[config.mk]
export PLATFORM = sky130hd
export DESIGN_NAME = u712Bus
export DESIGN_NICKNAME = d
export VERILOG_FILES = /design/src/source/u712Pkg.sv /design/src/source/u712Bus.sv /design/src/source/regCycleSm.sv /design/src/source/agnusPhaseSync.sv /design/src/source/cpuAddrDecode.sv
export SDC_FILE = /design/constraint.sdc
export NUM_CORES = 1
export LEC_CHECK = 0
export BUFFER_PORTS_ARGS = -buffer_cell sky130_fd_sc_hd__buf_4
export CAP_MARGIN = 10
export CORE_ASPECT_RATIO = 1.5
export CORE_MARGIN = 2
export CORE_UTILIZATION = 50
export CTS_BUF_LIST = sky130_fd_sc_hd__clkbuf_4 sky130_fd_sc_hd__clkbuf_8
export DETAILED_ROUTE_END_ITERATION = 6
export HOLD_SLACK_MARGIN = 0.02
export PLACE_DENSITY = 0.78
export SLEW_MARGIN = 30
export SYNTH_ARGS = -nofsm -noshare
export SYNTH_HDL_FRONTEND = slang
export SYNTH_HIERARCHICAL = 1
export SYNTH_SLANG_ARGS = --single-unit
[constraint.sdc]
create_clock -name CLK80 -period 1.5 [get_ports CLK80]
set_input_delay 0.225 -clock CLK80 [delete_from_list [all_inputs] [get_ports CLK80]]
set_output_delay 0.225 -clock CLK80 [all_outputs]
set_load 0.005 [all_outputs]
[src/source/u712Pkg.sv]
`default_nettype none

package u712Pkg;

    ////////////////////
    // Register window
    ////////////////////

    localparam logic [31:0] REG_BASE = 32'h00DF_F000; // Custom chip register space
    localparam logic [31:0] REG_MASK = 32'hFFFF_F000; // Upper 20 address bits

    ////////////////////
    // Shared bundles
    ////////////////////

    // Request fields frozen at transfer start
    typedef struct packed {
        logic hit;  // Address inside register window
        logic rnW;  // 1 = read
        logic siz0; // 1 = byte transfer
        logic a0;   // Byte lane select
    } cpuReq_t;

    // 68000 bus state strobes recovered from C1/C3
    typedef struct packed {
        logic s2;      // Pulse
        logic s4;      // Pulse
        logic s4Idle;  // Level, C1 and C3 steady high
        logic s5;      // Pulse
        logic s6;      // Pulse
        logic s7;      // Pulse
        logic dbrIdle; // Level, chipset not requesting
    } busPhase_t;

    // Active low chipset side
    typedef struct packed {
        logic asN;
        logic udsN;
        logic ldsN;
        logic regEnN;
    } chipStrobes_t;

endpackage

`default_nettype wire
[src/source/u712Bus.sv]
`timescale 1ns/1ns
`default_nettype none

module u712Bus (
    input  wire logic        CLK80,
    input  wire logic        RESETn,
    input  wire logic        c1,
    input  wire logic        c3,
    input  wire logic        tsN,
    input  wire logic [31:0] addr,
    input  wire logic        rnW,
    input  wire logic        siz0,
    input  wire logic        dbrN,
    output u712Pkg::chipStrobes_t strobes,
    output logic             regTack
);

    wire u712Pkg::cpuReq_t   cpuReq;   // Latched request
    wire u712Pkg::busPhase_t busPhase; // Recovered 68000 states

    ////////////////////
    // CPU side decode
    ////////////////////

    cpuAddrDecode cpuAddrDecode_inst (
        .CLK80  (CLK80),
        .RESETn (RESETn),
        .tsN    (tsN),
        .addr   (addr),
        .rnW    (rnW),
        .siz0   (siz0),
        .req    (cpuReq)
    );

    // Phase clocks and bus request from the chipset
    agnusPhaseSync agnusPhaseSync_inst (
        .CLK80  (CLK80),
        .RESETn (RESETn),
        .c1     (c1),
        .c3     (c3),
        .dbrN   (dbrN),
        .phase  (busPhase)
    );

    regCycleSm regCycleSm_inst (
        .CLK80   (CLK80),
        .RESETn  (RESETn),
        .tsN     (tsN),
        .req     (cpuReq),
        .phase   (busPhase),
        .strobes (strobes),
        .regTack (regTack)
    );

endmodule

`default_nettype wire

[src/source/regCycleSm.sv]
`timescale 1ns/1ns
`default_nettype none

module regCycleSm (
    input  wire logic             CLK80,
    input  wire logic             RESETn,
    input  wire logic             tsN,
    input  wire u712Pkg::cpuReq_t req,
    input  wire u712Pkg::busPhase_t phase,
    output u712Pkg::chipStrobes_t strobes,
    output logic                  regTack
);

    // Each state waits for the phase strobe of the same name
    typedef enum logic [2:0] {
        stIdle = 3'd0,
        stS2   = 3'd1,
        stS4   = 3'd2,
        stWait = 3'd3,
        stS5   = 3'd4,
        stS6   = 3'd5,
        stS7   = 3'd6
    } cycleState_t;

    cycleState_t state;
    logic        tsSeen; // tsN low seen last edge
    logic        regEnN;
    logic        dsEn;   // Gates both data strobes
    logic        udsSel; // Upper lane wanted
    logic        ldsSel; // Lower lane wanted

    ////////////////////
    // Cycle FSM
    ////////////////////

    always_ff @(negedge CLK80) begin
        if (!RESETn) begin
            state   <= stIdle;
            tsSeen  <= 1'b0;
            regEnN  <= 1'b1;
            dsEn    <= 1'b0;
            regTack <= 1'b0;
        end else begin
            regTack <= 1'b0; // Pulse only

            case (state)
                stIdle: begin
                    tsSeen <= !tsN;
                    // Latched hit is valid one edge after tsN
                    if (tsSeen && req.hit) begin
                        tsSeen <= 1'b0;
                        state  <= stS2;
                    end
                end

                stS2: begin
                    if (phase.s2) begin
                        regEnN <= 1'b0; // Address strobe and enable together
                        // Word or read: both lanes; byte: a0 picks the lane
                        udsSel <= req.rnW || !req.a0 || !req.siz0;
                        ldsSel <= req.rnW || req.a0 || !req.siz0;
                        dsEn   <= req.rnW; // Reads drive strobes right away
                        state  <= stS4;
                    end
                end

                stS4: begin
                    if (phase.s4) begin
                        dsEn  <= 1'b1; // Write data now stable
                        state <= stWait;
                    end
                end

                stWait: begin
                    // Wait states while chipset owns the bus
                    if (phase.dbrIdle && phase.s4Idle) begin
                        state <= stS5;
                    end
                end

                stS5: begin
                    if (phase.s5) begin
                        regTack <= req.rnW; // Read data latched early
                        state   <= stS6;
                    end
                end

                stS6: begin
                    if (phase.s6) begin
                        regTack <= !req.rnW; // Write ends here
                        state   <= stS7;
                    end
                end

                stS7: begin
                    if (phase.s7) begin
                        regEnN <= 1'b1; // All strobes released
                        dsEn   <= 1'b0;
                        state  <= stIdle;
                    end
                end

                default: state <= stIdle;
            endcase
        end
    end

    ////////////////////
    // Strobe outputs
    ////////////////////

    always_comb begin
        strobes.asN    = regEnN; // AS follows the register enable
        strobes.regEnN = regEnN;
        strobes.udsN   = !(udsSel && dsEn);
        strobes.ldsN   = !(ldsSel && dsEn);
    end

    // Acknowledge is a single clock pulse toward the CPU
    tackOneCycle : assert property (
        @(negedge CLK80) disable iff (!RESETn)
        regTack |=> !regTack
    ) else $error("regCycleSm: regTack longer than one cycle");

    // Data strobes only inside an address strobe frame
    dsInsideAs : assert property (
        @(negedge CLK80) disable iff (!RESETn)
        (!strobes.udsN || !strobes.ldsN) |-> !strobes.asN
    ) else $error("regCycleSm: data strobe without asN");

endmodule

`default_nettype wire

[src/source/agnusPhaseSync.sv]
`timescale 1ns/1ns
`default_nettype none

module agnusPhaseSync (
    input  wire logic          CLK80,
    input  wire logic          RESETn,
    input  wire logic          c1,
    input  wire logic          c3,
    input  wire logic          dbrN,
    output u712Pkg::busPhase_t phase
);

    logic [2:0] c1Sync;   // [0] newest sample
    logic [2:0] c3Sync;
    logic [1:0] dbrSync;
    logic       bothLow;  // C1 and C3 low past the first stage
    logic       bothLowQ;
    logic       s2Q;
    logic       s4Q;
    logic       s4IdleQ;
    logic       s5Q;
    logic       s6Q;
    logic       s7Q;

    assign bothLow = (c1Sync[2:1] == 2'b00) && (c3Sync[2:1] == 2'b00);

    ////////////////////
    // Sync and decode
    ////////////////////

    always_ff @(negedge CLK80) begin
        if (!RESETn) begin
            c1Sync   <= 3'b111; // Idle high
            c3Sync   <= 3'b111;
            dbrSync  <= 2'b11;  // Chipset idle
            bothLowQ <= 1'b0;
            s2Q      <= 1'b0;
            s4Q      <= 1'b0;
            s4IdleQ  <= 1'b0;
            s5Q      <= 1'b0;
            s6Q      <= 1'b0;
            s7Q      <= 1'b0;
        end else begin
            c1Sync   <= {c1Sync[1:0], c1};
            c3Sync   <= {c3Sync[1:0], c3};
            dbrSync  <= {dbrSync[0], dbrN};
            bothLowQ <= bothLow;
            // Edges judged on stages 2 and 1, stage 0 only catches the pin
            s2Q <= (c1Sync[2:1] == 2'b00) && (c3Sync[2:1] == 2'b10); // C3 fall, C1 low
            s4Q <= (c1Sync[2:1] == 2'b11) && (c3Sync[2:1] == 2'b01); // C3 rise, C1 high
            s5Q <= (c1Sync[2:1] == 2'b10) && (c3Sync[2:1] == 2'b11); // C1 fall, C3 high
            s6Q <= bothLow && !bothLowQ;                             // First cycle both low
            s7Q <= (c1Sync[2:1] == 2'b01) && (c3Sync[2:1] == 2'b00); // C1 rise, C3 low
            s4IdleQ <= (c1Sync == 3'b111) && (c3Sync == 3'b111);     // All stages high
        end
    end

    always_comb begin
        phase.s2      = s2Q;
        phase.s4      = s4Q;
        phase.s4Idle  = s4IdleQ;
        phase.s5      = s5Q;
        phase.s6      = s6Q;
        phase.s7      = s7Q;
        phase.dbrIdle = (dbrSync == 2'b11); // Two high samples
    end

    // Quadrature phase clocks never give two bus states in one cycle
    onePhaseStrobe : assert property (
        @(negedge CLK80) disable iff (!RESETn)
        $onehot0({phase.s2, phase.s4, phase.s5, phase.s6, phase.s7})
    ) else $error("agnusPhaseSync: overlapping bus state strobes");

endmodule

`default_nettype wire

[src/source/cpuAddrDecode.sv]
`timescale 1ns/1ns
`default_nettype none

module cpuAddrDecode (
    input  wire logic        CLK80,
    input  wire logic        RESETn,
    input  wire logic        tsN,
    input  wire logic [31:0] addr,
    input  wire logic        rnW,
    input  wire logic        siz0,
    output u712Pkg::cpuReq_t req
);

    logic winHit;

    ////////////////////
    // Window compare
    ////////////////////

    // Only the masked bits matter, low 12 bits select the register
    assign winHit = (addr & u712Pkg::REG_MASK)
                 == (u712Pkg::REG_BASE & u712Pkg::REG_MASK);

    ////////////////////
    // Request latch
    ////////////////////

    // Captured once per transfer start, held until next tsN
    always_ff @(negedge CLK80) begin
        if (!RESETn) begin
            req.hit <= 1'b0; // No stale hit after reset
        end else if (!tsN) begin
            req.hit  <= winHit;
            req.rnW  <= rnW;
            req.siz0 <= siz0;
            req.a0   <= addr[0]; // Lane select for the data strobes
        end
    end

    ////////////////////
    // Checks
    ////////////////////

    // A floating address at transfer start would corrupt the latched hit
    addrKnownAtTs : assert property (
        @(negedge CLK80) disable iff (!RESETn)
        !tsN |-> !$isunknown(addr)
    ) else $error("cpuAddrDecode: address unknown while tsN low");

endmodule

`default_nettype wire

== Yosys cells after proc, flatten, opt, wreduce, memory -nomap -nowiden ==
Cells that the tools add are included.
Widths: inputs -> output; s select.

* Register bits after elaboration: 28
* Output and inout bits: 5
* Logic and storage cells: 96

* Equality and inequality tests: 23
* Muxes and demuxes: 19
* Bitwise gates (word level): 1
* Reductions and logical operators: 32

{| class="wikitable"
|+ Operator list
! kind !! count
|-
| $mux 3 || 7
|-
| $pmux 3 s7 || 1
|-
| $eq 20x12->1 const B || 1
|-
| $eq 3x3->1 const B || 5
|-
| $logic_and 1x1->1 || 11
|-
| $eq 2x2->1 const B || 5
|-
| $ne 2x2->1 const B || 5
|-
| $mux 1 || 8
|-
| $logic_not 1->1 || 7
|-
| $reduce_and 7->1 || 1
|-
| $eq 3x2->1 const B || 2
|-
| $reduce_and 3->1 || 2
|-
| $eq 2x1->1 const B || 2
|-
| $logic_not 2->1 || 2
|-
| $logic_or 1x1->1 || 4
|-
| $ne 2x1->1 const B || 2
|-
| $pmux 1 s2 || 2
|-
| $reduce_and 4->1 || 1
|-
| $eq 3x1->1 const B || 1
|-
| $logic_not 3->1 || 1
|-
| $pmux 1 s3 || 1
|-
| $reduce_bool 3->1 || 1
|-
| $reduce_and 2->1 || 1
|-
| $reduce_bool 2->1 || 1
|-
| $not 1->1 || 1
|}

== Logic depth before layout (Yosys ltp) ==
Gate-level depths: netlist (run 1).

* Depth in word-level cells: 4
* Depth in mapped cells: 5

== By module ==
Netlist (run 1), hierarchy kept.

{| class="wikitable"
|+ By module, submodules not included
! module !! times used !! cells an instance !! area each (um^2) !! sequential area each (um^2)
|-
| regCycleSm || 1 || 59 || 536.8 || 200.2
|-
| agnusPhaseSync || 1 || 43 || 486.7 || 300.3
|-
| cpuAddrDecode || 1 || 15 || 193.9 || 110.1
|}

==> results of run 1 <==
## registers in the layout, summed over array words and instances, names as in the netlist, 2 cells and up
| register | count |
|---|---|
| agnusPhaseSync_inst/c1Sync | 3 |
| cpuAddrDecode_inst/req | 4 |
| regCycleSm_inst/state | 3 |
| agnusPhaseSync_inst/dbrSync | 2 |
| agnusPhaseSync_inst/c3Sync | 3 |
## cell usage in the layout, fill, tap and decap left out, types with 3 or more instances in the layout
cell type	count
and4b_1	3
buf_4	36
clkbuf_4	3
dfxtp_1	20
dfxtp_2	3
edfxtp_1	5
inv_1	33
mux2i_1	5
nand2_1	6
nand2b_1	6
nand3_1	7
nand4_1	3
nor2_1	3
nor2b_1	3
nor3_1	4
or2b_1	3
## per-layer routing
metal  vias up  track usage  routed length, microns
met3         2       0.0613                      82
met5         -            0                       0
met1       493        0.152                     891
met4         0        0.102                      12
met2        21        0.335                    1400
li1        524            -                       -
## how the worst max path moves through the flow
stage | start | slack [ns] | endpoint
finish | regCycleSm_inst/udsSel$_DFFE_NP_ | -0.39 | strobes[2]
global route | regCycleSm_inst/ldsSel$_DFFE_NP_ | -0.44 | strobes[1]
CTS | regCycleSm_inst/udsSel$_DFFE_NP_ | -0.40 | strobes[2]
detailed placement | RESETn | -0.17 | cpuAddrDecode_inst/req[0]$_DFFE_NP_
global placement | RESETn | -0.17 | regCycleSm_inst/state[1]$_SDFFE_NN0P_
floorplan | addr[30] | 0.004 | cpuAddrDecode_inst/req[3]$_SDFFE_NN0N_
## critical path, delay by kind of cell (launching register included)
kind	cells	cell delay (ns)
buf+inv	1	0.10
simple gates	1	0.06
flops	1	0.35
## repair_timing
action                                  4_1_cts  5_1_grt
endpoints found under the setup margin        5        6
setup buffers                                 0        0
pin swaps                                     2        0
gates resized for setup                       4        1
## logic make-up after synthesis
kind of cell | count (synthesis)
and+or+nand+nor | 54
AOI/OAI and AO/OA | 11
muxes | 5
DFF | 28
buffers and inverters | 19
## final cells by class
type / count / area [sq um]
clock buffer: 3 / 22.5
clock inverter: 29 / 111
fill: 174 / 653
inverter: 5 / 18.8
multi-input combinational: 70 / 498
sequential: 28 / 614
tap: 23 / 28.8
timing repair buffer: 39 / 313
## cell usage after synthesis (all sizes together) (2+ instances only)
master,n,area share
o211ai,2,0.012
inv,8,0.025
nor2,3,0.0092
nor2b,5,0.028
and4b,4,0.034
nor4,3,0.021
and2,2,0.010
nand2,6,0.018
or2b,3,0.018
edfxtp,5,0.12
o21ai,3,0.012
mux2i,5,0.041
nand4,3,0.015
buf,11,0.067
nor3,5,0.025
and4bb,2,0.021
nand3,7,0.029
dfxtp,23,0.38
nand2b,7,0.038
## where the power goes
part / switching (mW) / internal, mW / total [mW]
Clock: 0.404 / 0.200 / 0.604
Combinational: 0.0346 / 0.0725 / 0.107
Sequential: 0.0106 / 0.787 / 0.797
## through the flow
stage	worst slack (ns)	TNS [ns]	area, sq um
after global routing	-0.443	-1.99	1610
after floorplan	0.00384	0	1220
after CTS	-0.405	-1.79	1610
after detailed placement	-0.172	-2.08	1470
final	-0.385	-1.69	1610
after global placement	-0.168	-1.81	1470
==> impl_results.md, run 1 <==
- Status: finished, violations left
- Failing checks: negative setup slack
- End of the worst register-to-register path: regCycleSm_inst/dsEn$_SDFFE_NN0P_
- Slowest-stage cell, CP: edfxtp_1
- Pin count of the biggest net entering global routing: 17
- Vias per cell: about 5.3
- Leak: around 0.79 nW
- RR Startpoint: regCycleSm_inst/state[2]$_SDFFE_NN0P_
- Reg clk slew, reported paths: ~0.050 ns
- Worst setup margin: -0.385 ns
- I/O pins: 45
- Final Power: around 1.5 mW
- Startpoint types: flop
- Setup CP Type: flop to output port
- Synth Net Count: approximately 160
- Vias in the first global route: around 1100
- Hold_buf cts: 0
- WHS Endpoint: agnusPhaseSync_inst/dbrSync[1]$_SDFF_NN1_
- Synth Area in Simple Gates: 0.296
- Chip Width: about 44 microns
- Multiplexer share of the synthesized area: 0.0411
- H-tree depth: 1
- Post-DRT Antenna Nets: 0
- Initial DRC count: 23
- Worst slew margin: 0.811
- Placed insts: around 170
- Post-synth EDFFs: 5
- Worst Path Arrival: roughly 1.7 ns
- Mapped Area: around 1200 sq um
- DRT Pass-1 Iters: 6
- Share of layout cells above drive strength 1: 0.328
- CTS Buffer Depth: 2
- Skew-Pair Late Insertion Delay: about 0.4 ns
- Ys async rst share: 0
- GRT Resource Usage Total: 0.178
- Initial Util: 0.539
- Flip-flop and latch count after synthesis: 28
- Mapped Avg Cell Area: 10.4 sq um
- FF-to-FF path depth: 4
- Clock sink total: 28
- Total CTS buffers: 3
- Register area share after synthesis: 0.502
- Worst endpoint required time: about 1.3 ns
- Area of the core: ~2300 sq um
- CP Cell Sequence: nand2_1 > buf_4
- Hold path start: agnusPhaseSync_inst/dbrSync[0]$_SDFF_NN1_
- Maximum vdd drop: a little over 900 uV
- Syn. warnings: 6
- Max incr delay on CP: around 0.35 ns
- Die footprint: about 2900 sq um
- Port bufs: 33
- Root buf cell: clkbuf_4
- Site Rows: 21
- Synth Area in Compound Gates: 0.0699
- Xor and xnor area share after synthesis: 0
- Slew at the pin with the worst max-slew slack: 0.281 ns
- Endpoint class of the critical path: output port
- Max cap viols: 0
- Pwr Density: roughly 940 nW/um^2
- Number of diodes: 0
- WL/cell: about 12 microns
- RSZ-0062 raised after global routing: true
- WHS: 0.418 ns
- Clk_skew: around 0.019 ns
- Synth Area in Adders: 0
- Final hold vios: 0
- Die Y: ~64 microns
- Primary FF master, synth: dfxtp_1
- Critical Path Fanout Max: 1
- Non-filler cells, final: a little under 200
- DRC: 0
- WL final: approximately 2.4 mm
- Initial antenna violation count: 0
- Main combinational cell family by area after synthesis: simple AND/OR/NAND/NOR gates
- First-pass GRT wire length: ~4 mm
- Hold crit path type: flop to flop
- GR Overflow Total: 0
- Worst Hold Depth: 1
- Area Overhead vs Synth: 32.0%
- Final-report setup violation count: 5
- Synth unique cells: 37
- HPWL Detailed: between 1.5 and 2 mm
- Final Util: 0.711
- GPL Wtd Cong: 0.873
- FF-to-FF setup slack: about 0.10 ns
- Via count: about 1000
- Nets: between 200 and 250
- Slew Viols, Final: 0
- Syn Inst Count: ~120
- CTS tree: yes
No activity file was read; power rests on OpenSTA's default activity.
==> run 2: changes to the inputs <==
Settings changed: CORE_UTILIZATION 50 to 49, SYNTH_HIERARCHICAL 1 to unset.
==> impl_results.md, run 2 <==
- Clock sink total: 28
- Post-place setup slack: -0.456 ns
- H-tree depth: 1
- Root buf cell: clkbuf_4
- Hold crit path type: flop to flop
- Fillers: approximately 180
- Total CTS buffers: 3
- Most frequent cells in the layout: buf_4, inv_1, dfxtp_1
- DRT Pass-1 Iters: 3
- Nets: ~220
- Register area share after synthesis: 0.549
- Chip Width: ~43 microns
- Largest Register: cpuAddrDecode_inst.req
- Reg clk slew, reported paths: roughly 0.060 ns
- Worst endpoint required time: about 1.3 ns
- Pwr Density: a little under 1000 nW/um^2
- Psw: approximately 0.46 mW
- Final hold vios: 0
- Setup CP Type: flop to output port
- Clock network fraction of design power: 0.404
- Endpoint class of the critical path: output port
- Reg power frac: 0.526
- Worst setup margin: -0.396 ns
- CTS tree: yes
- WL final: around 2.3 mm
- Worst slew margin: 0.784
- Reg area: between 600 and 700 sq um
- Max cap viols: 0
- Slew Viols, Final: 0
- Mapped Area: about 1100 sq um
- Initial DRC count: 12
- Max incr delay on CP: roughly 0.35 ns
- I/O pins: 45
- Site Rows: 21
- Post-DRT Antenna Nets: 0
- Share of layout cells above drive strength 1: 0.305
- Count leader, synth: dfxtp_1
- Syn Inst Count: 112
- WL/cell: 11.4 microns
- Skew-Pair Late Insertion Delay: around 0.40 ns
- Maximum vdd drop: ~840 uV
- Number of diodes: 0
- Vias per cell: about 5.3
- CP Cell Sequence: nand2_1 > buf_4
- Critical Path Fanout Max: 1
- Area of the multi-input gates: between 400 and 500 sq um
- GRT Resource Usage Total: 0.186
- Slowest-stage cell, CP: edfxtp_1
- Leak: between 0.7 and 0.8 nW
- Comb power frac: 0.070
- Initial antenna violation count: 0
- Via count: around 1100
- Die footprint: 2670 sq um
- Port bufs: 33
- Pin count of the biggest net entering global routing: 17
- Area of the core: 2180 sq um
- Worst Path Arrival: about 1.7 ns
- Final-report setup violation count: 5
- Post-synth EDFFs: 5
- DRC: 0
- Yosys top cell area share: 0.414
- CTS Buffer Depth: 2
- First-pass GRT wire length: 3.93 mm
- GR Overflow Total: 0
- Mapped Avg Cell Area: 9.93 sq um
- Clk_skew: approximately 0.016 ns
- Switching share of power: 0.302
- Flip-flop and latch count after synthesis: 28
- Initial Util: 0.510
- HPWL Detailed: about 1.7 mm
- Setup TNS Final: -1.72 ns
- Max reg flops: 4
- Syn. warnings: 0
- GPL Wtd Cong: between 0.7 and 0.8
- Synth Net Count: ~150
- Area Overhead vs Synth: 41.4%
- Status: finished, violations left
- Commonest cells post-synth: dfxtp_1, nand2_1, nand2b_1
- Synth area leaders: dfxtp_1, edfxtp_1, nand2b_1
- Synth unique cells: 31
- Failing checks: negative setup slack
- Cell Int Power: between 1 and 1.5 mW
- Primary FF master, synth: dfxtp_1
- Cell taking the most area after synthesis: dfxtp_1
- Commonest non-fill, non-tap cell in the layout: buf_4
- Vias in the first global route: around 1100
- Die Y: roughly 62 microns
- RSZ-0062 raised after global routing: true
- Slew at the pin with the worst max-slew slack: between 0.3 and 0.4 ns
- Startpoint types: flop
- Final Power: between 1.5 and 2 mW
- Ys async rst share: 0
run 2: cell count changes in the layout (fill, tap and decap cells not counted), moves of 3 or more:
| cell | previous run | this run |
|---|---|---|
| nand2b_1 | 6 | 10 |
| a21oi_1 | 1 | 5 |
| nand3_1 | 7 | 2 |
| or2b_1 | 3 | 0 |
| nand3b_1 | 0 | 4 |
| nand2_1 | 6 | 10 |
run 2: kinds of logic after synthesis:
group | after synthesis | share of synthesized area
flip-flops | 28 | 0.549
buffers and inverters | 10 | 0.0450
multiplexers | 3 | 0.0270
AO/OA/AOI/OAI | 16 | 0.0877
AND/OR/NAND/NOR | 55 | 0.291
run 2: critical path: cells and delay by family (launching register included):
kind | cells | cell delay [ns]
flops | 1 | 0.35
buf+inv | 1 | 0.10
simple gates | 1 | 0.07
run 2: metal layers:
metal	part of all wire	routed length, microns	global-route usage	up-vias
met1	0.36	812	0.175	482
met2	0.57	1300	0.322	31
met4	0.024	55	0.148	0
met3	0.050	114	0.0465	6
met5	0	0	0	-
li1	-	-	-	535
run 2: path summary, 6_finish.rpt:
path | from | endpoint | slack (ns) | depth (start not counted)
max reg2reg | regCycleSm_inst.state[2]$_SDFFE_NN0P_ | regCycleSm_inst.dsEn$_SDFFE_NN0P_ | 0.10 | 4
min reg2reg | agnusPhaseSync_inst.bothLowQ$_SDFF_NN0_ | agnusPhaseSync_inst.s6Q$_SDFF_NN0_ | 0.38 | 1
min | agnusPhaseSync_inst.bothLowQ$_SDFF_NN0_ | agnusPhaseSync_inst.s6Q$_SDFF_NN0_ | 0.38 | 1
max | regCycleSm_inst.udsSel$_DFFE_NP_ | strobes[2] | -0.40 | 2
run 2: layout make-up:
cell class,count,share of cell area
clock buffer,3,0.0143
clock inverter,29,0.0708
inverter,3,0.00716
multi-input combinational,74,0.303
sequential,28,0.391
tap,23,0.0183
timing repair buffer,40,0.196
run 2: stage by stage:
stage	hold slack (ns)	cells	utilization	instance area (sq um)
2_1_floorplan	0.367	112	-	1130
3_3_place_gp	0.372	168	0.649	1420
3_5_place_dp	0.374	168	0.649	1420
4_1_cts	0.375	200	0.717	1560
5_1_grt	0.401	200	0.721	1570
6_report	0.384	200	0.721	1570
run 2: timing repair:
action                                  4_1_cts  5_1_grt
gates resized for setup                       4        3
endpoints found under the setup margin        6        8
hold buffers                                  0        0
pin swaps                                     2        1
buffers inserted                              1        0
run 2: power by group through the flow:
stage | Combinational (mW) | Sequential [mW] | Clock [mW]
detailed placement | 0.107 | 0.814 | 0.118
floorplan | 0.0359 | 0.810 | 0.118
global route | 0.119 | 0.800 | 0.714
CTS | 0.108 | 0.798 | 0.647
global placement | 0.103 | 0.813 | 0.118
finish | 0.107 | 0.799 | 0.614
==> run 3: changes to the inputs <==
Settings changed: CORE_UTILIZATION 49 to 35, PLACE_DENSITY 0.78 to 0.58.
==> impl_results.md, run 3 (synthesis gave the netlist of run 2 again) <==
- Comb power frac: 0.071
- GRT Resource Usage Total: 0.136
- Via count: around 1000
- Site Rows: 25
- Status: finished, violations left
- Placed insts: about 190
- Clock sink total: 28
- Worst endpoint required time: between 1 and 1.5 ns
- Pwr Density: around 970 nW/um^2
- Max cap viols: 0
- Failing checks: negative setup slack
- Slew at the pin with the worst max-slew slack: about 0.32 ns
- Share of layout cells above drive strength 1: 0.322
- Chip Width: between 50 and 60 microns
- Max reg flops: 4
- Final hold vios: 0
- I/O pins: 45
- Initial antenna violation count: 0
- Largest Register: cpuAddrDecode_inst.req
- DRT Pass-1 Iters: 4
- WL final: between 2 and 2.5 mm
- Port bufs: 33
- Non-filler cells, final: 220
- Worst slew margin: 0.784
- Reg power frac: 0.497
- Critical Path Fanout Max: 1
- GR Overflow Total: 0
- HPWL Detailed: approximately 1.8 mm
- Initial Util: 0.359
- First-pass GRT wire length: about 3.9 mm
- WL/cell: between 10 and 15 microns
- Nets: 221
- Cell Int Power: about 1.2 mW
- Vias in the first global route: approximately 1000
- Hold crit path type: flop to flop
- Setup CP Type: flop to output port
- Skew-Pair Late Insertion Delay: between 0.3 and 0.4 ns
- Vias per cell: around 4.7
- Die Y: ~73 microns
- Post-DRT Antenna Nets: 0
- Fillers: 304
- Final Util: 0.536
- Most frequent cells in the layout: buf_4, inv_1, dfxtp_1
- Leak: 0.781 nW
- Endpoint class of the critical path: output port
- Worst Path Arrival: between 1.5 and 2 ns
- Maximum vdd drop: ~600 uV
- Post-CTS Setup Inserts: 0
- Final-report setup violation count: 6
- Initial DRC count: 12
- Worst setup margin: -0.337 ns
- Number of diodes: 0
- Area of the core: a little over 3000 sq um
- RSZ-0062 raised after global routing: true
- Clk_skew: ~0.012 ns
- Total CTS buffers: 3
- DRC: 0
- Reg clk slew, reported paths: approximately 0.04 ns
- CTS tree: yes
- Startpoint types: flop
- Root buf cell: clkbuf_8
- Switching share of power: 0.284
- Area Overhead vs Synth: 49.3%
- Setup TNS Final: -1.46 ns
- Die footprint: between 3000 and 4000 sq um
- Clock network fraction of design power: 0.432
- Slew Viols, Final: 0
- Psw: approximately 0.46 mW
- CTS Buffer Depth: 2
- H-tree depth: 1
- Hold_buf cts: 0
- GPL Wtd Cong: between 0.8 and 0.9
- Commonest non-fill, non-tap cell in the layout: buf_4
- Pin count of the biggest net entering global routing: 17
run 3: path summary, 6_finish.rpt:
check,startpoint,end,slack (ns),depth (start not counted)
min reg2reg,agnusPhaseSync_inst.bothLowQ$_SDFF_NN0_,agnusPhaseSync_inst.s6Q$_SDFF_NN0_,0.37,1
min,agnusPhaseSync_inst.bothLowQ$_SDFF_NN0_,agnusPhaseSync_inst.s6Q$_SDFF_NN0_,0.37,1
max reg2reg,regCycleSm_inst.state[2]$_SDFFE_NN0P_,regCycleSm_inst.dsEn$_SDFFE_NN0P_,0.08,4
max,regCycleSm_inst.ldsSel$_DFFE_NP_,strobes[1],-0.34,2
run 3: power groups by stage:
| stage | clock (mW) | combinational, mW | sequential, mW |
|---|---|---|---|
| 2_1_floorplan | 0.118 | 0.0359 | 0.810 |
| 3_3_place_gp | 0.118 | 0.107 | 0.812 |
| 3_5_place_dp | 0.118 | 0.110 | 0.813 |
| 4_1_cts | 0.736 | 0.113 | 0.802 |
| 5_1_grt | 0.810 | 0.124 | 0.802 |
| 6_report | 0.696 | 0.114 | 0.801 |
run 3: repair_timing:
action	4_1_cts	5_1_grt
pin swaps	2	1
resized for setup	6	7
endpoints found under the setup margin	6	7
cloned	0	0
run 3: cell type report:
class	instances	area, sq um	area share
Clock inverter	29	111	0.0671
Sequential cell	28	617	0.372
Inverter	3	11.3	0.00678
Tap cell	40	50.0	0.0301
Timing Repair Buffer	43	345	0.208
Multi-Input combinational cell	74	484	0.292
Clock buffer	3	41.3	0.0249
run 3: routing by layer:
| layer | routed length (microns) | track usage | vias to the layer above | share of wire |
|---|---|---|---|---|
| met5 | 0 | 0 | - | 0 |
| met4 | 41 | 0.0772 | 0 | 0.017 |
| met3 | 52 | 0.0574 | 5 | 0.022 |
| met2 | 1400 | 0.259 | 12 | 0.59 |
| met1 | 882 | 0.114 | 476 | 0.37 |
| li1 | - | - | 536 | - |
run 3: through the flow:
stage	hold slack, ns	setup WS [ns]	area (sq um)	power (mW)
finish	0.369	-0.337	1660	1.61
global route	0.401	-0.388	1660	1.74
CTS	0.369	-0.351	1630	1.65
detailed placement	0.372	-0.465	1470	1.04
global placement	0.375	-0.436	1470	1.04
floorplan	0.367	-0.282	1130	0.963
run 3: critical path: stages (launching register included):
cell and delay [ns]:
edfxtp_1 0.35, nand2_1 0.08, buf_6 0.09
